File: config.mk
export PLATFORM = sky130hd
export DESIGN_NAME = mext_regfile
export DESIGN_NICKNAME = d
export VERILOG_FILES = /design/src/mext_pkg.sv /design/src/mext_regfile.sv
export SDC_FILE = /design/constraint.sdc
export NUM_CORES = 2
export LEC_CHECK = 0
export BUFFER_PORTS_ARGS = -buffer_cell sky130_fd_sc_hd__buf_2
export CAP_MARGIN = 20
export CELL_PAD_IN_SITES_DETAIL_PLACEMENT = 1
export CELL_PAD_IN_SITES_GLOBAL_PLACEMENT = 1
export CORE_MARGIN = 1
export CORE_UTILIZATION = 35
export DETAILED_ROUTE_END_ITERATION = 10
export PLACE_DENSITY = 0.61
export SLEW_MARGIN = 25
export SYNTH_ARGS = -nofsm -noshare
export SYNTH_HDL_FRONTEND = slang
export SYNTH_SLANG_ARGS = --single-unit
export TNS_END_PERCENT = 10
File: constraint.sdc
create_clock -name clk_i -period 2.6 [get_ports clk_i]
set_clock_uncertainty 0.1 [all_clocks]
set_input_delay 0.52 -clock clk_i [delete_from_list [all_inputs] [get_ports clk_i]]
set_output_delay 0.52 -clock clk_i [all_outputs]
set_load 0.005 [all_outputs]
File: src/mext_pkg.sv
`default_nettype none

package mext_pkg;

    ////////////////////////////////////////////////////////////////////////////
    // Widths
    ////////////////////////////////////////////////////////////////////////////

    // Architectural word
    typedef logic [31:0] word_t;

    // Extended operand and product accumulator
    typedef logic [63:0] dword_t;

    // Register index
    typedef logic [4:0]  reg_addr_t;

    ////////////////////////////////////////////////////////////////////////////
    // Operations
    ////////////////////////////////////////////////////////////////////////////

    typedef enum logic [1:0] {
        MUL,
        MULH,
        MULHSU,
        MULHU
    } mext_op_e;

    ////////////////////////////////////////////////////////////////////////////
    // Pipeline payloads
    ////////////////////////////////////////////////////////////////////////////

    // One multiply in flight between two pipeline registers
    typedef struct packed {
        logic      valid;
        mext_op_e  op;
        reg_addr_t rd;
        dword_t    a_ext;
        word_t     b_low;
        logic      b_neg;
        dword_t    acc;
    } mext_stage_t;

    // One register-file write
    typedef struct packed {
        logic      we;
        reg_addr_t addr;
        word_t     data;
    } rf_wr_t;

endpackage : mext_pkg

`default_nettype wire
File: src/mext_regfile.sv
`timescale 1ns/1ns
`default_nettype none

module mext_regfile
    import mext_pkg::*;
(
    input  logic      clk_i,
    input  logic      rst_i,

    input  rf_wr_t    wr_i,

    input  reg_addr_t raddr_a_i,
    input  reg_addr_t raddr_b_i,
    input  reg_addr_t raddr_x_i,
    output word_t     rdata_a_o,
    output word_t     rdata_b_o,
    output word_t     rdata_x_o
);

    // x0 has no storage
    word_t regs [31:1];

    function automatic word_t read_reg(input reg_addr_t addr);
        if (addr == '0) begin
            return '0;
        end
        return regs[addr];
    endfunction

    always_ff @(posedge clk_i) begin
        if (rst_i) begin
            for (int i = 1; i < 32; i++) begin
                regs[i] <= '0;
            end
        end else if (wr_i.we && wr_i.addr != '0) begin
            regs[wr_i.addr] <= wr_i.data;
        end
    end

    // Combinational reads
    assign rdata_a_o = read_reg(raddr_a_i);
    assign rdata_b_o = read_reg(raddr_b_i);
    assign rdata_x_o = read_reg(raddr_x_i);

endmodule : mext_regfile

`default_nettype wire

==> impl_metrics.json <==
{
  "io_buffers": 150,
  "place_inst": 7198,
  "setup_ws_ns": -0.7746,
  "cpLargestDelayFamily": "multiplexers",
  "maxCapViolCount": 0,
  "tightest_slew_ns": 1.009,
  "leakagePower_uw": 0.02905,
  "detail-route-antenna-nets": 0,
  "postCtsHoldBufs": 0,
  "largest_reg_flops": 1024,
  "fin_crit_ns": 3.375,
  "cts_max_level": 3,
  "drc_errors": 0,
  "die_y_um": 424.9,
  "cp_data_arrival_time_ns": 2.75,
  "viasPerCell": 6.462,
  "grt_usage_pct": 32.16,
  "relSlewSlack_pct": 32.41,
  "synthXorXnorAreaFrac_pct": 0,
  "wire_per_inst_um": 39.53,
  "reg.largest.list": "regs: 1024 flops",
  "final_common_cell": "edfxtp_1",
  "synth_top_family_by_area": "multiplexers",
  "min_path_type": "input pin to flip-flop",
  "drv_slew": 0,
  "synthSimpleGateAreaFrac_pct": 12.41,
  "netlist_area_mm2": 0.06258,
  "drt-total-wl_um": 294800,
  "cp_cell_sequence": "mux4_2 -> mux4_2 -> o22ai_1 -> nor3_1 -> buf_4 -> buf_6",
  "cp_slowest_cell": "mux4_2",
  "cp-end-kind": "primary output",
  "start_util_pct": 35.38,
  "yosys.area_share.adder_pct": 0,
  "drive_above_1_share_pct": 42.73,
  "layout_common_cells": "1024 x edfxtp_1, 1005 x and2_1, 636 x buf_4, 624 x mux4_2, 330 x mux2i_1",
  "finalHoldViolations": 0,
  "pwr_density_cell_mw_per_mm2": 592.7,
  "top_register": "regs",
  "synth.area.mux_share_pct": 29.31,
  "die_w_um": 424.9,
  "worst_path_most_repeated_cell": "mux4_2",
  "avgSynthCellArea_um2": 14.49,
  "peakVddDrop_mv": 0.5631,
  "worst-path-buf-inv": 2,
  "clk_pin_slew_ns": 0.06,
  "placementRows": 154,
  "vias": 48190,
  "cts_tree": "yes",
  "grt_max_degree": 35,
  "ys.flop_type": "edfxtp_1",
  "grt_pass1_vias": 48590,
  "cts_buffers": 119,
  "fin_nets": 5050,
  "setup_violations": 96,
  "core_mm2": 0.1769,
  "gp_congestion": 0.9470,
  "cp_max_fo": 3,
  "finalCritPeriodShare_pct": 129.8,
  "yosys_warnings": 0,
  "synth_edf_count": 1024,
  "required_ns": 1.98,
  "ys_seq_area_share_pct": 49.13,
  "fmax_mhz": 296.3,
  "drt_iter0_markers": 6513,
  "slowest_delay_ns": 0.52,
  "die_area_mm2": 0.1805,
  "start_kind": "flip-flop",
  "dpl.hpwl_um": 198100,
  "cts_buffer_depth": 3,
  "rsz0062_at_grt": "true",
  "antenna_found_initial": 43,
  "drt-pass1-iter-count": 6,
  "ctsRootBufferMaster": "clkbuf_16",
  "grt_pass1_wl_um": 399800,
  "violations": "setup timing",
  "boundaryPins": 151,
  "total_power_uw": 47360,
  "yosysUniqueCellTypes": 42,
  "status": "finished with violations",
  "clock-sinks": 1024,
  "grt-ovfl-total": 0,
  "fin_cells": 7457,
  "async_flop_share_pct": 0,
  "syn-instance-count": 4320,
  "synth_compound_area_share_pct": 5.480,
  "path_class": "flip-flop to primary output",
  "ys_seq_elements": 1024,
  "synthToLayoutAreaGrowth_pct": 27.67
}
report_power, final:
group / leakage (uW) / internal, uW / switching (uW)
Sequential: 0.00975 / 19100 / 733
Combinational: 0.0173 / 4270 / 4780
Clock: 0.00202 / 10800 / 7700
Total: 0.0291 / 34100 / 13200
path summary, 6_finish.rpt:
check	cells after the start	startpoint	endpoint	slack, ns
max	6	regs[23][15]$_SDFFCE_PN0P_	rdata_x_o[15]	-0.77
min	1	wr_i[13]	regs[0][13]$_DFFE_PP_	0.13
per-layer routing:
layer | vias up | track usage, % | routed length, um | part of all wire, %
met5 | - | 0 | 42 | 0.014
met4 | 8 | 15.85 | 17080 | 5.8
met3 | 761 | 6.627 | 30480 | 10
met2 | 3324 | 50.92 | 136300 | 46
met1 | 25660 | 41.99 | 110800 | 38
li1 | 18430 | - | - | -
logic make-up after synthesis:
family / Yosys count
AND/OR/NAND/NOR: 1276
multiplexers: 1045
flip-flops: 1024
buffers and inverters: 516
AO/OA/AOI/OAI: 458
other: 1
synthesized netlist by cell type, types with 40 or more instances:
master | count | area [um^2]
edfxtp_1 | 1024 | 30750
and2_1 | 1011 | 6325
mux4_2 | 624 | 14050
mux2i_1 | 358 | 3583
clkbuf_1 | 332 | 1246
buf_2 | 94 | 470.5
a22oi_1 | 71 | 533.0
o22ai_1 | 68 | 425.4
a22o_1 | 64 | 560.5
a211oi_1 | 63 | 473.0
a21oi_1 | 63 | 315.3
mux2_2 | 63 | 709.4
nor2_1 | 61 | 229.0
nor2b_1 | 58 | 362.9
nor3_1 | 40 | 200.2
cell type report:
cell class,instances,area [um^2]
clock inverter,96,1175
timing repair buffer,1014,10170
tap,2340,2928
fill,17460,96980
clock buffer,129,3015
antenna,18,45.04
inverter,25,93.84
multi-input combinational,2811,31720
sequential,1024,30750
what timing repair did:
| action | 4_1_cts | 5_1_grt |
|---|---|---|
| buffers inserted | 24 | 6 |
| pin swaps | 60 | 35 |
| endpoints found under the setup margin | 96 | 96 |
| gates resized for setup | 208 | 84 |
| hold endpoints to repair | 0 | 0 |
per-stage QoR:
step / setup TNS (ns) / hold WS (ns) / setup WS, ns / area [um^2] / util, %
after CTS: -62.73 / 0.08142 / -0.8190 / 79330 / 44.85
final: -58.63 / 0.1265 / -0.7746 / 79900 / 45.17
after global routing: -63.83 / 0.1137 / -0.8359 / 79870 / 45.15
after detailed placement: -61.14 / 0.9265 / -0.9452 / 73800 / 41.72
after floorplan: -3.969 / 0.5189 / -0.07326 / 63090 / -
after global placement: -60.62 / 0.9136 / -0.9543 / 73800 / 41.72
(Power assumes the default switching activity.)
