## src/mext_pkg.sv

```systemverilog
`default_nettype none

package mext_pkg;

    ////////////////////////////////////////////////////////////////////////////
    // Widths
    ////////////////////////////////////////////////////////////////////////////

    // Architectural word
    typedef logic [31:0] word_t;

    // Extended operand and product accumulator
    typedef logic [63:0] dword_t;

    // Register index
    typedef logic [4:0]  reg_addr_t;

    ////////////////////////////////////////////////////////////////////////////
    // Operations
    ////////////////////////////////////////////////////////////////////////////

    typedef enum logic [1:0] {
        MUL,
        MULH,
        MULHSU,
        MULHU
    } mext_op_e;

    ////////////////////////////////////////////////////////////////////////////
    // Pipeline payloads
    ////////////////////////////////////////////////////////////////////////////

    // One multiply in flight between two pipeline registers
    typedef struct packed {
        logic      valid;
        mext_op_e  op;
        reg_addr_t rd;
        dword_t    a_ext;
        word_t     b_low;
        logic      b_neg;
        dword_t    acc;
    } mext_stage_t;

    // One register-file write
    typedef struct packed {
        logic      we;
        reg_addr_t addr;
        word_t     data;
    } rf_wr_t;

endpackage : mext_pkg

`default_nettype wire
```

## src/mext_mul_step.sv

```systemverilog
`timescale 1ns/1ns
`default_nettype none

module mext_mul_step
    import mext_pkg::*;
#(
    parameter int NUM_STEPS = 4,
    parameter int STEP_IDX  = 0
) (
    input  logic        clk_i,
    input  logic        rst_i,

    input  mext_stage_t stage_i,
    output mext_stage_t stage_o
);

    localparam int DIGIT_W = 32 / NUM_STEPS;
    localparam int SHIFT   = STEP_IDX * DIGIT_W;

    logic [DIGIT_W-1:0] digit;
    dword_t             partial;
    mext_stage_t        stage_d;
    mext_stage_t        stage_q;

    // Unsigned digit of b owned by this step
    assign digit   = stage_i.b_low[SHIFT +: DIGIT_W];
    assign partial = stage_i.a_ext * dword_t'(digit);

    always_comb begin
        stage_d     = stage_i;
        stage_d.acc = stage_i.acc + (partial << SHIFT);
    end

    always_ff @(posedge clk_i) begin
        if (rst_i) begin
            stage_q.valid <= 1'b0;
        end else begin
            stage_q <= stage_d;
        end
    end

    assign stage_o = stage_q;

endmodule : mext_mul_step

`default_nettype wire

```

## config.mk

```make
export PLATFORM = sky130hd
export DESIGN_NAME = mext_mul_step
export DESIGN_NICKNAME = d
export VERILOG_FILES = /design/src/mext_pkg.sv /design/src/mext_mul_step.sv
export SDC_FILE = /design/constraint.sdc
export NUM_CORES = 1
export LEC_CHECK = 0
export BUFFER_PORTS_ARGS = -buffer_cell sky130_fd_sc_hd__clkbuf_2
export CAP_MARGIN = 10
export CORE_ASPECT_RATIO = 1.5
export CORE_MARGIN = 3
export CORE_UTILIZATION = 45
export CTS_BUF_LIST = sky130_fd_sc_hd__clkbuf_16
export DETAILED_ROUTE_END_ITERATION = 12
export PLACE_DENSITY = 0.7
export SLEW_MARGIN = 20
export SYNTH_ARGS = -nofsm -noshare
export SYNTH_HDL_FRONTEND = slang
export SYNTH_SLANG_ARGS = --single-unit
```

## constraint.sdc

```tcl
create_clock -name clk_i -period 7.3 [get_ports clk_i]
set_input_delay 0.365 -clock clk_i [delete_from_list [all_inputs] [get_ports clk_i]]
set_output_delay 0.365 -clock clk_i [all_outputs]
set_load 0.01 [all_outputs]
```

==> flow_summary.json <==
{
  "status": "finished, final reports clean",
  "start_util_pct": 45.6,
  "grt_pass1_wl_um": 93400,
  "fin_setup_tns_ns": 0,
  "grt_pass1_vias": 18024,
  "coreArea_sq_um": 47800,
  "dp_hpwl_um": 48500,
  "worst_ep_arrival_time_ns": 6.20,
  "cellPowerDensity_nw_per_um2": 455,
  "holdWs_ns": 0.0765,
  "synth_fp_nets": 2783,
  "met1_usage_pct": 25.6,
  "power_switching_mw": 5.76,
  "via_per_inst": 5.23,
  "multiInputGateArea_sq_um": 14700,
  "post-route-period-util_pct": 82.0,
  "grt-busiest-layer": "met2",
  "power.total_mw": 11.3,
  "antenna_left": 0,
  "grt_max_degree": 96,
  "grt-ovfl-total": 0,
  "synthCells": 2129,
  "p_leak_nw": 12.2,
  "antenna_found_initial": 7,
  "startpoint_type": "input port",
  "use_met2_pct": 45.6,
  "synthFlopType": "edfxtp_1",
  "place_congestion": 0.883,
  "ys_async_sr_fraction_pct": 0,
  "synth_edf_count": 168,
  "ys_seq_area_share_pct": 23.2,
  "cts_root_buffer": "clkbuf_16",
  "cp.required_ns": 7.52,
  "num-fill-cells": 4386,
  "grtUsageTotal_pct": 23.8,
  "p_seq_share_pct": 16.0,
  "ctsLongestPathBuffers": 2,
  "remaining_drc_errors": 0,
  "cts_sinks": 169,
  "ys_types": 66,
  "ios": 340,
  "nNetsFinal": 3097,
  "regArea_sq_um": 5060,
  "fin_util_pct": 51.8,
  "cts_hold_buffers": 0,
  "dr.first_iter.drc_count": 791,
  "largest_reg_flops": 169,
  "yosysTopAreaCellShare_pct": 37.7,
  "internal_power_mw": 5.51,
  "max_freq_ghz": 0.167,
  "clk_pin_slew_worst_paths_ns": 0.08,
  "setup_viol": 0,
  "placedCellCount": 3024,
  "hold_class": "in2reg",
  "critPathMaxFanout": 32,
  "ys_ff_latch": 169,
  "p_clk_share_pct": 8.1,
  "cts-htree-levels": 4,
  "cts_tree": "built",
  "syn_area_sq_um": 21800,
  "period_needed_ns": 5.98,
  "die_area_sq_um": 51100,
  "rsz0062_at_grt": "false",
  "instances_no_fill": 3062,
  "drive_above_1_share_pct": 16.4,
  "syn_area_per_cell_sq_um": 10.2,
  "area_growth_pct": 13.8,
  "worst_pin_slew_ns": 1.00,
  "die_width_um": 186,
  "vias": 16011,
  "yosys-top-cells-area": "fa_1 (38%), edfxtp_1 (23%), and2_1 (9.6%)",
  "numCtsBuffers": 17,
  "hold_viol_final": 0,
  "swShare_pct": 51.1,
  "dr.pass1.iters": 5,
  "wl_um": 59300,
  "end_kind": "flip-flop",
  "drv_cap": 0,
  "use_met3_pct": 4.11,
  "report.final.slew_viol_count": 0,
  "rows": 98,
  "wl_per_cell_um": 19.4,
  "vdd_drop_max_uv": 306,
  "relSlewSlack_pct": 33.3,
  "portBuffers": 339,
  "synth_area_leader_cell": "fa_1",
  "die_y_um": 275,
  "synth_warnings": 0,
  "combPwrFrac_pct": 75.9,
  "post_cts_resize_count": 0,
  "cts_setup_buffers": 0,
  "criticalPathCategory": "in2reg"
}
-- cell usage after synthesis, types with 2 or more instances --
master,count
a221oi_1,2
o2111ai_1,2
o21ba_2,2
a211oi_1,8
o21ai_0,41
or2_2,2
o31ai_1,3
nor2_1,34
and4_1,2
a221o_1,2
nor3_1,10
nand2b_1,12
xor2_1,26
a31oi_1,6
inv_1,476
o21bai_1,6
and3_1,7
nor3b_1,2
fa_1,410
mux2i_1,2
clkbuf_1,63
o21a_1,11
a21o_1,33
nand3_1,9
ha_1,73
edfxtp_1,168
nor2b_1,14
nand2_1,193
xnor2_1,44
a21oi_1,66
o211ai_1,8
nor4_1,4
nand3b_1,3
and2_1,334
a2111oi_0,2
o41a_1,2
a21boi_0,3
nand4_1,16
-- layout make-up --
| type | count | share of cell area (%) |
|---|---|---|
| diodes | 6 | 0.0606 |
| clock inverters | 15 | 0.505 |
| well taps | 600 | 3.03 |
| clock buffers | 17 | 1.72 |
| repair buffers | 360 | 7.78 |
| multi-input cells | 1419 | 59.2 |
| flip-flops and latches | 169 | 20.4 |
| inverters | 476 | 7.23 |
-- routing by layer --
metal | vias up | share of wire, %
met4 | 2 | 3.4
met1 | 8211 | 36
met3 | 136 | 5.3
li1 | 7136 | -
met2 | 526 | 56
met5 | - | 0.022
-- cells in the final DEF (no fill, tap or decap), types with 26 or more instances in the layout --
cell | synthesis | final
ha_1 | 73 | 73
clkbuf_2 | 1 | 339
o21ai_0 | 41 | 41
inv_1 | 476 | 476
and2_1 | 334 | 334
nand2_1 | 193 | 193
edfxtp_1 | 168 | 168
nor2_1 | 34 | 34
a21oi_1 | 66 | 66
a21o_1 | 33 | 33
fa_1 | 410 | 410
xor2_1 | 26 | 26
xnor2_1 | 44 | 44
-- power groups by stage --
stage               registers, mW  clock network (mW)  logic, mW
floorplan                    1.91                   0       6.00
global route                 1.83               0.961       9.58
CTS                          1.81               0.933       8.58
global placement             1.83                   0       8.42
finish                       1.80               0.909       8.56
detailed placement           1.82                   0       8.52
-- final timing paths --
kind	startpoint	to	slack, ns	cells past startpoint
setup / recovery	stage_i[65]	stage_o[58]	1.32	20
hold / removal	stage_i[77]	stage_o[77]	0.08	1
-- cells by family after synthesis --
logic type	count (synthesis)	share of synthesized area, %
compound gates	215	6.60
xor+xnor	70	2.81
fa+ha+maj	483	41.9
buf+inv	541	9.33
flops	169	23.2
mux	3	0.144
simple gates	648	16.0
-- worst max-delay path, stage by stage --
cell	delay, ns
clkbuf_2	0.73
buf_4	0.37
nand2_1	0.11
fa_1	0.52
inv_1	0.05
fa_1	0.48
fa_1	0.54
inv_1	0.05
fa_1	0.47
inv_1	0.04
ha_1	0.35
a21oi_1	0.29
o21ai_0	0.15
a21oi_1	0.18
o21ai_0	0.12
a221oi_2	0.48
o2bb2ai_2	0.22
o41a_1	0.33
o21ai_0	0.16
xor2_1	0.15
-- per-stage QoR --
step | area, sq um | worst slack [ns]
detailed placement | 24200 | 0.755
finish | 24800 | 1.32
global placement | 24200 | 0.742
CTS | 24800 | 1.23
floorplan | 21800 | 1.78
global route | 24800 | 0.909
Power figures use the tool's default switching activity.
