File: src/mext_pkg.sv
`default_nettype none

package mext_pkg;

    ////////////////////////////////////////////////////////////////////////////
    // Widths
    ////////////////////////////////////////////////////////////////////////////

    // Architectural word
    typedef logic [31:0] word_t;

    // Extended operand and product accumulator
    typedef logic [63:0] dword_t;

    // Register index
    typedef logic [4:0]  reg_addr_t;

    ////////////////////////////////////////////////////////////////////////////
    // Operations
    ////////////////////////////////////////////////////////////////////////////

    typedef enum logic [1:0] {
        MUL,
        MULH,
        MULHSU,
        MULHU
    } mext_op_e;

    ////////////////////////////////////////////////////////////////////////////
    // Pipeline payloads
    ////////////////////////////////////////////////////////////////////////////

    // One multiply in flight between two pipeline registers
    typedef struct packed {
        logic      valid;
        mext_op_e  op;
        reg_addr_t rd;
        dword_t    a_ext;
        word_t     b_low;
        logic      b_neg;
        dword_t    acc;
    } mext_stage_t;

    // One register-file write
    typedef struct packed {
        logic      we;
        reg_addr_t addr;
        word_t     data;
    } rf_wr_t;

endpackage : mext_pkg

`default_nettype wire
File: src/mext_issue.sv
`timescale 1ns/1ns
`default_nettype none

module mext_issue
    import mext_pkg::*;
#(
    parameter int NUM_STEPS = 4
) (
    input  logic        clk_i,
    input  logic        rst_i,

    // Decoded issue
    input  logic        valid_i,
    input  mext_op_e    op_i,
    input  reg_addr_t   rd_i,
    input  reg_addr_t   rs1_i,
    input  reg_addr_t   rs2_i,

    // Register file read
    output reg_addr_t   rf_raddr_a_o,
    output reg_addr_t   rf_raddr_b_o,
    input  word_t       rf_a_i,
    input  word_t       rf_b_i,

    // Entries still producing a result, and the retiring one
    input  mext_stage_t busy_i [NUM_STEPS+1],
    input  rf_wr_t      bypass_i,

    output logic        stall_o,
    output mext_stage_t stage_o
);

    logic        hazard_a;
    logic        hazard_b;
    word_t       op_a;
    word_t       op_b;
    mext_stage_t stage_d;
    mext_stage_t stage_q;

    assign rf_raddr_a_o = rs1_i;
    assign rf_raddr_b_o = rs2_i;

    ////////////////////////////////////////////////////////////////////////////
    // Scoreboard
    ////////////////////////////////////////////////////////////////////////////

    // x0 is never produced, so it never blocks
    always_comb begin
        hazard_a = 1'b0;
        hazard_b = 1'b0;
        for (int i = 0; i <= NUM_STEPS; i++) begin
            if (busy_i[i].valid && busy_i[i].rd == rs1_i && rs1_i != '0) begin
                hazard_a = 1'b1;
            end
            if (busy_i[i].valid && busy_i[i].rd == rs2_i && rs2_i != '0) begin
                hazard_b = 1'b1;
            end
        end
    end

    assign stall_o = valid_i && (hazard_a || hazard_b);

    // Retiring result is one cycle ahead of the register file
    assign op_a = (bypass_i.we && bypass_i.addr == rs1_i && rs1_i != '0) ? bypass_i.data : rf_a_i;
    assign op_b = (bypass_i.we && bypass_i.addr == rs2_i && rs2_i != '0) ? bypass_i.data : rf_b_i;

    ////////////////////////////////////////////////////////////////////////////
    // Operand extension and first stage
    ////////////////////////////////////////////////////////////////////////////

    always_comb begin
        stage_d.valid = valid_i && !stall_o;
        stage_d.op    = op_i;
        stage_d.rd    = rd_i;
        case (op_i)
            MULH, MULHSU: stage_d.a_ext = {{32{op_a[31]}}, op_a};
            default:      stage_d.a_ext = {32'b0, op_a};
        endcase
        // b runs unsigned through the steps, retire fixes a negative b
        stage_d.b_low = op_b;
        stage_d.b_neg = (op_i == MULH) && op_b[31];
        stage_d.acc   = '0;
    end

    always_ff @(posedge clk_i) begin
        if (rst_i) begin
            stage_q.valid <= 1'b0;
        end else begin
            stage_q <= stage_d;
        end
    end

    assign stage_o = stage_q;

endmodule : mext_issue

`default_nettype wire

File: config.mk
export PLATFORM = sky130hd
export DESIGN_NAME = mext_issue
export DESIGN_NICKNAME = d
export VERILOG_FILES = /design/src/mext_pkg.sv /design/src/mext_issue.sv
export SDC_FILE = /design/constraint.sdc
export NUM_CORES = 1
export LEC_CHECK = 0
export BUFFER_PORTS_ARGS = -buffer_cell sky130_fd_sc_hd__buf_2
export CORE_AREA = 5 5 437 439
export DETAILED_ROUTE_END_ITERATION = 10
export DIE_AREA = 0 0 442 444
export PLACE_DENSITY = 0.3
export SYNTH_ARGS = -nofsm -noshare
export SYNTH_HDL_FRONTEND = slang
export SYNTH_SLANG_ARGS = --single-unit
export TNS_END_PERCENT = 5
File: constraint.sdc
create_clock -name clk_i -period 4.8 [get_ports clk_i]
set_input_delay 0.96 -clock clk_i [delete_from_list [all_inputs] [get_ports clk_i]]
set_output_delay 0.96 -clock clk_i [all_outputs]
set_load 0.02 [all_outputs]
==> results_dict.tcl <==
set metrics [dict create \
    status "finished clean" \
    post-cts-setup-buffer-count 0 \
    seq_area_frac_synth_pct 45.1 \
    die_area_um2 196000 \
    hpwl_um 24600 \
    syn_area_per_cell_um2 13.7 \
    yosysWarningCount 0 \
    viasPerCell 1.08 \
    path_clk_slew_ns 0.08 \
    die_y_um 444 \
    vias 3346 \
    drc_errors 0 \
    firstDrtPassIters 4 \
    vdd_ir_drop_max_v 0.000163 \
    post_cts_resized 0 \
    static-leakage-power_nw 2.90 \
    wire_per_inst_um 9.13 \
    cp-start-kind "input port" \
    pin_count 1147 \
    cp-end-kind "output port" \
    max_slew_margin_pct 54.2 \
    path_cells "buf_2, xor2_1, nor4_1, nand3_1, a31oi_1, o21a_1, buf_2" \
    hold_viol 0 \
    cp_common_cell "buf_2" \
    grt_max_degree 35 \
    grt.total_usage_pct 2.77 \
    antenna_found_initial 19 \
    root_buffer "clkbuf_16" \
    postCtsHoldBufs 0 \
    multi_input_area_um2 2000 \
    clockBufferDepth 2 \
    drv_cap 0 \
    crit_arrival_ns 2.91 \
    grt_overflow 0 \
    finalWirelength_um 28200 \
    fp.dieW_um 442 \
    cts_max_level 3 \
    fillerInstances 22100 \
    grt_pass1_vias 3409 \
    powerDensity_nw_per_um2 229 \
    slew_violations 0 \
    ant_nets 0 \
    fin_crit_sh_pct 80.5 \
    drt_iter0_drc 155 \
    cp.required_ns 3.84 \
    largest_reg_flops 74 \
    synthesis.area_um2 4910 \
    cts_sinks 74 \
    synth-seq-cells 74 \
    tns_ns 0 \
    gp_congestion 0.698 \
    finalPower_mw 2.08 \
    row_count 159 \
    synth_cell_type_count 26 \
    grt_pass1_wl_um 35100 \
    final_layout_size_suffix_gt1_share_pct 61.4 \
    max_slew.worst_pin.slew_ns 0.687 \
    cp_slowest_stage_delay_ns 0.44 \
    fin_crit_ns 3.87 \
    initial_core_util_pct 2.63 \
    fin_nets 1554 \
    path_class "input port to output port" \
    crit_path_max_fanout 8 \
    min_path_type "input port to flip-flop" \
    cpMaxStageDelayCell "a31oi_1" \
    syn2layout_area_growth_pct 84.9 \
    port_buffers 267 \
    core_um2 187000 \
    rsz0062_at_grt "no" \
    cts_tree "done" \
    max_freq_mhz 259 \
    syn_inst 358 \
    finalSetupViolCount 0 \
    ff_latch_area_um2 2210 \
    cts_buffers 9 \
]
## final cells by class
| cell class | instances | area share [%] |
|---|---|---|
| antenna | 4 | 0.110 |
| clock buffer | 9 | 2.48 |
| clock inverter | 7 | 0.938 |
| inverter | 2 | 0.0965 |
| multi-input combinational | 224 | 22.1 |
| sequential | 74 | 24.4 |
| tap | 2495 | 34.4 |
| timing repair buffer | 275 | 15.5 |
## worst paths after layout
check | from | to | slack, ns | cells past startpoint
hold / removal | rd_i[0] | stage_o[161] | 0.74 | 1
setup / recovery | rs2_i[2] | stall_o | 0.93 | 7
## cells in the final DEF, fill, tap and decap left out
master,synthesis,routed
bufinv_16,0,1
clkinv_2,0,1
conb_1,1,64
nor2_4,2,2
xnor2_1,16,16
clkbuf_16,0,9
buf_2,6,267
diode_2,0,4
inv_8,0,2
and3_1,4,4
nand4_1,2,2
xor2_1,44,44
mux2_2,2,2
dfxtp_1,1,1
nor4_4,2,2
a21oi_1,1,1
or4_4,2,2
nor4_1,10,10
inv_1,2,1
edfxtp_1,73,73
a311oi_1,1,1
nand3_1,5,5
clkinvlp_4,0,2
ha_1,1,1
nor4b_1,1,1
a31oi_1,2,2
buf_4,107,7
inv_6,0,2
mux2_4,62,62
nor2b_1,1,1
buf_12,0,1
and2_4,1,1
o21a_1,1,1
## layer usage
| layer | up-vias | GRT usage (%) | wire length, um | part of all wire [%] |
|---|---|---|---|---|
| li1 | 1548 | - | - | - |
| met1 | 1628 | 3.06 | 10800 | 38 |
| met2 | 137 | 5.20 | 15600 | 55 |
| met3 | 31 | 0.488 | 923 | 3.3 |
| met4 | 2 | 1.14 | 861 | 3.1 |
| met5 | - | 0 | 13 | 0.046 |
## cell families after synthesis
family / count (synthesis) / synth area share [%]
mux: 64 / 19.4
compound gates: 5 / 0.688
fa+ha+maj: 1 / 0.255
buf+inv: 123 / 19.0
xor+xnor: 60 / 10.7
simple gates: 30 / 4.82
flops: 74 / 45.1
other cells: 1 / 0.0764
## per-stage QoR
stage / setup slack, ns / area [um2] / hold WS [ns] / utilization, % / instances
global route: 0.854 / 9070 / 0.699 / 4.85 / 3088
detailed placement: 0.829 / 8750 / 1.14 / 4.69 / 3070
CTS: 0.827 / 9060 / 0.703 / 4.85 / 3086
floorplan: 1.65 / 5140 / 1.04 / - / 421
finish: 0.934 / 9070 / 0.741 / 4.86 / 3090
global placement: 0.810 / 8750 / 1.14 / 4.69 / 3070
## synth_stat cells
library cell / count / area [um2]
nor4b_1: 1 / 8.76
edfxtp_1: 73 / 2190
or4_4: 2 / 22.5
and2_4: 1 / 8.76
a311oi_1: 1 / 8.76
nor4_1: 10 / 62.6
xnor2_1: 16 / 140
a21oi_1: 1 / 5.00
nor4_4: 2 / 42.5
nor2_4: 2 / 22.5
nor2b_1: 1 / 6.26
mux2_2: 2 / 22.5
a31oi_1: 2 / 12.5
and3_1: 4 / 25.0
buf_6: 8 / 90.1
buf_4: 107 / 803
nand4_1: 2 / 12.5
mux2_4: 62 / 931
o21a_1: 1 / 7.51
ha_1: 1 / 12.5
inv_1: 2 / 7.51
conb_1: 1 / 3.75
dfxtp_1: 1 / 20.0
xor2_1: 44 / 385
buf_2: 6 / 30.0
nand3_1: 5 / 25.0
## critical path, delay by kind of cell
| kind | cells | cell delay, ns |
|---|---|---|
| buf+inv | 2 | 0.56 |
| xor+xnor | 1 | 0.14 |
| simple gates | 2 | 0.60 |
| compound gates | 2 | 0.62 |
## power breakdown
| group | internal, mW | total [mW] | switching [mW] |
|---|---|---|---|
| combinational | 0.173 | 0.495 | 0.322 |
| sequential | 0.770 | 0.788 | 0.0176 |
| clock | 0.415 | 0.793 | 0.378 |
| total | 1.36 | 2.08 | 0.717 |
No activity file was read; power rests on OpenSTA's default activity.
