--- src/mext_pkg.sv ---
`default_nettype none

package mext_pkg;

    ////////////////////////////////////////////////////////////////////////////
    // Widths
    ////////////////////////////////////////////////////////////////////////////

    // Architectural word
    typedef logic [31:0] word_t;

    // Extended operand and product accumulator
    typedef logic [63:0] dword_t;

    // Register index
    typedef logic [4:0]  reg_addr_t;

    ////////////////////////////////////////////////////////////////////////////
    // Operations
    ////////////////////////////////////////////////////////////////////////////

    typedef enum logic [1:0] {
        MUL,
        MULH,
        MULHSU,
        MULHU
    } mext_op_e;

    ////////////////////////////////////////////////////////////////////////////
    // Pipeline payloads
    ////////////////////////////////////////////////////////////////////////////

    // One multiply in flight between two pipeline registers
    typedef struct packed {
        logic      valid;
        mext_op_e  op;
        reg_addr_t rd;
        dword_t    a_ext;
        word_t     b_low;
        logic      b_neg;
        dword_t    acc;
    } mext_stage_t;

    // One register-file write
    typedef struct packed {
        logic      we;
        reg_addr_t addr;
        word_t     data;
    } rf_wr_t;

endpackage : mext_pkg

`default_nettype wire
--- src/mext_retire.sv ---
`timescale 1ns/1ns
`default_nettype none

module mext_retire
    import mext_pkg::*;
#(
    parameter int NUM_STEPS = 4
) (
    input  logic        clk_i,
    input  logic        rst_i,

    // Last step
    input  mext_stage_t stage_i,

    // ALU writeback
    input  logic        alu_we_i,
    input  reg_addr_t   alu_waddr_i,
    input  word_t       alu_wdata_i,
    output logic        wb_stall_o,

    output rf_wr_t      rf_wr_o,
    output rf_wr_t      bypass_o,

    output logic        result_valid_o,
    output reg_addr_t   result_rd_o,
    output word_t       result_data_o
);

    // Weight of the sign bit of b, one position past the last digit
    localparam int B_WIDTH = NUM_STEPS * (32 / NUM_STEPS);

    dword_t    product;
    word_t     res_d;
    logic      res_valid_q;
    reg_addr_t res_rd_q;
    word_t     res_data_q;
    rf_wr_t    alu_wr;

    ////////////////////////////////////////////////////////////////////////////
    // Sign correction and word select
    ////////////////////////////////////////////////////////////////////////////

    // b was taken as unsigned, so a negative b over-counts by a * 2^32
    assign product = stage_i.b_neg ? stage_i.acc - (stage_i.a_ext << B_WIDTH) : stage_i.acc;
    assign res_d   = (stage_i.op == MUL) ? product[31:0] : product[63:32];

    always_ff @(posedge clk_i) begin
        if (rst_i) begin
            res_valid_q <= 1'b0;
        end else begin
            res_valid_q <= stage_i.valid;
        end
    end

    always_ff @(posedge clk_i) begin
        res_rd_q   <= stage_i.rd;
        res_data_q <= res_d;
    end

    ////////////////////////////////////////////////////////////////////////////
    // Writeback merge
    ////////////////////////////////////////////////////////////////////////////

    assign result_valid_o = res_valid_q;
    assign result_rd_o    = res_rd_q;
    assign result_data_o  = res_data_q;

    assign bypass_o = '{we: res_valid_q, addr: res_rd_q, data: res_data_q};
    assign alu_wr   = '{we: alu_we_i, addr: alu_waddr_i, data: alu_wdata_i};

    // Multiply owns the port, ALU holds its write meanwhile
    assign wb_stall_o = res_valid_q;
    assign rf_wr_o    = res_valid_q ? bypass_o : alu_wr;

endmodule : mext_retire

`default_nettype wire

--- config.mk ---
export PLATFORM = sky130hd
export DESIGN_NAME = mext_retire
export DESIGN_NICKNAME = d
export VERILOG_FILES = /design/src/mext_pkg.sv /design/src/mext_retire.sv
export SDC_FILE = /design/constraint.sdc
export NUM_CORES = 1
export LEC_CHECK = 0
export ABC_AREA = 1
export BUFFER_PORTS_ARGS = -buffer_cell sky130_fd_sc_hd__buf_2
export CORE_AREA = 2 2 126 128
export CTS_BUF_LIST = sky130_fd_sc_hd__clkbuf_8
export CTS_CLUSTER_DIAMETER = 30
export DETAILED_ROUTE_END_ITERATION = 12
export DIE_AREA = 0 0 128 130
export MAX_ROUTING_LAYER = met4
export PLACE_DENSITY = 0.74
export SYNTH_ARGS = -nofsm -noshare
export SYNTH_HDL_FRONTEND = slang
export SYNTH_SLANG_ARGS = --single-unit
export TNS_END_PERCENT = 50
--- constraint.sdc ---
create_clock -name clk_i -period 1.5 [get_ports clk_i]
set_clock_uncertainty 0.05 [all_clocks]
set_input_delay 0 -clock clk_i [delete_from_list [all_inputs] [get_ports clk_i]]
set_output_delay 0 -clock clk_i [all_outputs]
set_load 0.02 [all_outputs]
==> impl_metrics.env <==
export IMPL_finalHoldWorstSlack_ns=0.01939
export IMPL_synth_nets=1140
export IMPL_fin_setup_tns_ns=0
export IMPL_syn_instance_count=899
export IMPL_cts_sinks=38
export IMPL_seqPwrFrac_pct=26.2
export IMPL_timing_critical_path_required_ns=1.64
export IMPL_maxCapViolations=0
export IMPL_crit_path_max_incr_delay_ns=0.25
export IMPL_placedCellCount=1361
export IMPL_instances_no_fill=1419
export IMPL_grt_busiest_layer="met2"
export IMPL_cts_clk_slew_worst_paths_ns=0.08
export IMPL_ir_worst_vdd_mv=0.3318
export IMPL_pre_cts_slack_ns=-0.3489
export IMPL_synth_sequential_area_ratio_pct=16.02
export IMPL_timing_hold_worst_start="stage_i[53]"
export IMPL_outcome="finished, final reports clean"
export IMPL_clock_tree_from_tritoncts="built"
export IMPL_total_die_area_um2=16640
export IMPL_worst_path_max_fanout=4
export IMPL_drt_pass1_iterations=5
export IMPL_final_area_um2=7232
export IMPL_sw_frac_of_total_pct=44.92
export IMPL_static_leakage_power_nw=4.481
export IMPL_critical_path_slowest_cell="sky130_fd_sc_hd__ha_4"
export IMPL_drtAntennaViolNets=0
export IMPL_io_pin_count=324
export IMPL_finalHoldViolations=0
export IMPL_synth_warnings=0
export IMPL_powerDensity_nw_per_um2=663.4
export IMPL_cell_family_contributing_the_most_delay_on_the_critical_path="simple AND/OR/NAND/NOR gates"
export IMPL_place_congestion=1.005
export IMPL_grt_met1_usage_pct=25.63
export IMPL_global_route_usage_met3_pct=2.829
export IMPL_post_route_drc_count=0
export IMPL_die_height_um=130
export IMPL_worstMarginPinSlew_ns=0.5005
export IMPL_endpoint_kind="flop"
export IMPL_fmaxAchievable_mhz=686.1
export IMPL_final_min_clock_period_ns=1.457
export IMPL_holdCritPathClass="in -> reg"
export IMPL_whs_endpoint="result_data_o[21]"
export IMPL_worst_path_most_repeated_cell="sky130_fd_sc_hd__nand2_1"
export IMPL_internal_power_mw=2.643
export IMPL_netlist_top_cell_by_area="sky130_fd_sc_hd__nand2_1"
export IMPL_placeableCoreArea_um2=15420
export IMPL_synth_seq_cells=38
export IMPL_initial_utilization_pct=30.78
export IMPL_worstPathCellList="buf_2, inv_1, ha_4, nand2_1, nand2_1, inv_2, nand2_4, nand2_2, nand2_2, nand2_1, nand2_2, xor2_1, o21ai_1, buf_4, nand2_1"
export IMPL_start_kind="primary input"
export IMPL_class_of_the_most_critical_setup_path="in -> reg"
export IMPL_arrival_ns=1.60
export IMPL_h_tree_levels=2
export IMPL_master_cell_of_the_clock_root_buffer="sky130_fd_sc_hd__clkbuf_8"
export IMPL_yosys_cell_types_count=33
export IMPL_fillerInstances=1525
export IMPL_grt_antenna_before_repair=1
export IMPL_detailed_place_area_um2=6454
export IMPL_setup_viol=0
export IMPL_grt_ovf=0
export IMPL_first_global_vias=5782
export IMPL_fp_row_count=46
export IMPL_timing_critical_path_buf_inv=4
export IMPL_finalWorstSetupSlack_ns=0.04250
export IMPL_groute_usage_overall_pct=21.45
export IMPL_grt_setup_unrepaired="true"
export IMPL_drive_above_1_share_pct=31.92
export IMPL_drt_vias_per_instance=4.535
export IMPL_via_count=6435
export IMPL_grt_max_degree=47
export IMPL_combinational_cell_fraction_of_total_power_pct=57.8
export IMPL_routed_wl_um=18900
export IMPL_synth_top_cell_area_share_pct=31.07
export IMPL_holdPathStages=5
export IMPL_multi_input_area_um2=3208
export IMPL_final_period_utilization_pct=97.17
export IMPL_synth_cell_area_um2=4748
export IMPL_die_width_um=128
export IMPL_num_nets_final=1465
export IMPL_place_detailed_hpwl_um=15000
export IMPL_power_share_clock_pct=16.1
export IMPL_fin_total_pwr_mw=4.797
export IMPL_portBuffers=259
export IMPL_slew_headroom_pct=66.43
export IMPL_gr_usage_met2_pct=37.28
export IMPL_cts_inserted_buffers=5
export IMPL_wl_per_cell_um=13.32
export IMPL_final_seq_area_um2=760.7
export IMPL_clock_path_buffers=2
export IMPL_synth_top_cells_by_area="sky130_fd_sc_hd__nand2_1, sky130_fd_sc_hd__dfxtp_1, sky130_fd_sc_hd__inv_1"
export IMPL_drt_first_iter_violations=466
export IMPL_timing_max_transition_violations_final=0
export IMPL_area_growth_synth_to_final_pct=52.31
export IMPL_p_sw_mw=2.155
export IMPL_final_util_pct=46.89
export IMPL_grt_first_pass_wirelength_um=27390
export IMPL_postSynthAreaPerCell_um2=5.282
## sequential cells by signal, indices dropped and copies added (netlist names)
name            count
result_rd_o         5
result_valid_o      1
result_data_o      32
## final cells by class
cell class | instances | share of cell area, %
well taps | 192 | 3.322
flip-flops and latches | 38 | 10.52
inverters | 159 | 8.253
clock buffers | 6 | 1.142
multi-input cells | 644 | 44.36
clock inverters | 2 | 0.1211
repair buffers | 376 | 32.21
diodes | 2 | 0.06920
## power by group through the flow
| stage | clock network (mW) | logic, mW | registers (mW) |
|---|---|---|---|
| 6_report | 0.770 | 2.77 | 1.25 |
| 5_1_grt | 0.841 | 3.03 | 1.27 |
| 4_1_cts | 0.803 | 2.65 | 1.26 |
| 3_5_place_dp | 0 | 2.55 | 1.28 |
| 3_3_place_gp | 0 | 2.53 | 1.28 |
| 2_1_floorplan | 0 | 1.50 | 1.40 |
## what timing repair did
| action | in CTS | in global routing |
|---|---|---|
| setup buffers | 0 | 1 |
| cloned | 0 | 0 |
| hold buffers | 47 | 0 |
| gates resized for setup | 1 | 35 |
| setup endpoints to repair | 1 | 17 |
| endpoints found under the hold margin | 38 | 0 |
| pin swaps | 0 | 5 |
## synthesized netlist by cell type
cell type                  count
sky130_fd_sc_hd__a21oi_1      32
sky130_fd_sc_hd__nand2_1     393
sky130_fd_sc_hd__buf_2         3
sky130_fd_sc_hd__nand3_1      39
sky130_fd_sc_hd__nor3_2        1
sky130_fd_sc_hd__o21a_1        4
sky130_fd_sc_hd__nand3_2       1
sky130_fd_sc_hd__fa_1          1
sky130_fd_sc_hd__nand3b_1      1
sky130_fd_sc_hd__xnor2_1       5
sky130_fd_sc_hd__nor2_1       79
sky130_fd_sc_hd__nor2_2        3
sky130_fd_sc_hd__or2_2         1
sky130_fd_sc_hd__o21bai_1      3
sky130_fd_sc_hd__o21ai_1       6
sky130_fd_sc_hd__a21oi_2       1
sky130_fd_sc_hd__buf_4        40
sky130_fd_sc_hd__and2_1        1
sky130_fd_sc_hd__clkinv_1      1
sky130_fd_sc_hd__nand2_4       1
sky130_fd_sc_hd__xor2_1        6
sky130_fd_sc_hd__nand2_2       8
sky130_fd_sc_hd__ha_1         31
sky130_fd_sc_hd__inv_2         3
sky130_fd_sc_hd__nor3_1        3
sky130_fd_sc_hd__inv_1       155
sky130_fd_sc_hd__a21o_1        1
sky130_fd_sc_hd__o211ai_1      2
sky130_fd_sc_hd__clkbuf_1     12
sky130_fd_sc_hd__nand4_1       3
sky130_fd_sc_hd__o21ai_0      18
sky130_fd_sc_hd__dfxtp_1      38
sky130_fd_sc_hd__clkbuf_8      3
## metal layers
layer  vias to the layer above  wire length [um]  part of all wire (%)
li1                       3304                 -                     -
met1                      2816              8144                    43
met2                       279              9066                    48
met3                        36              1229                   6.5
met4                         0               464                   2.5
met5                         -                 0                     0
## layout by cell type (no fill, tap or decap), types with 8 or more instances in the layout
cell,instances
sky130_fd_sc_hd__nand2_2,17
sky130_fd_sc_hd__nand3_1,36
sky130_fd_sc_hd__nand2_1,384
sky130_fd_sc_hd__dfxtp_1,38
sky130_fd_sc_hd__a21oi_1,26
sky130_fd_sc_hd__inv_1,155
sky130_fd_sc_hd__ha_4,11
sky130_fd_sc_hd__o21ai_0,15
sky130_fd_sc_hd__nor2_1,77
sky130_fd_sc_hd__o21ai_1,8
sky130_fd_sc_hd__buf_4,67
sky130_fd_sc_hd__buf_2,259
sky130_fd_sc_hd__dlygate4sd3_1,47
sky130_fd_sc_hd__ha_1,18
## worst max path at each step
stage                                   end  cells past startpoint         start  slack [ns]
after global placement    result_data_o[12]                     10   stage_i[42]       -0.34
after floorplan           result_data_o[28]                     13   stage_i[32]        0.04
after detailed placement  result_data_o[12]                     10   stage_i[42]       -0.35
final                     result_data_o[15]                     15   stage_i[99]        0.04
after global routing      result_data_o[20]                     16  stage_i[107]       -0.03
after CTS                 result_data_o[12]                     12   stage_i[32]        0.02
## cells by family (layout without fill, tap and decap cells)
kind of cell	Yosys count	count (layout)	synth area share, %
DFF	38	38	16.02
xor gates and xnor gates	11	11	2.029
buffers and inverters	217	543	21.03
other	0	2	0
AOI/OAI and AO/OA	67	67	7.668
and+or+nand+nor	534	534	44.66
adders and majority gates	32	32	8.590
Note: power is estimated with default switching activity, not from simulation.
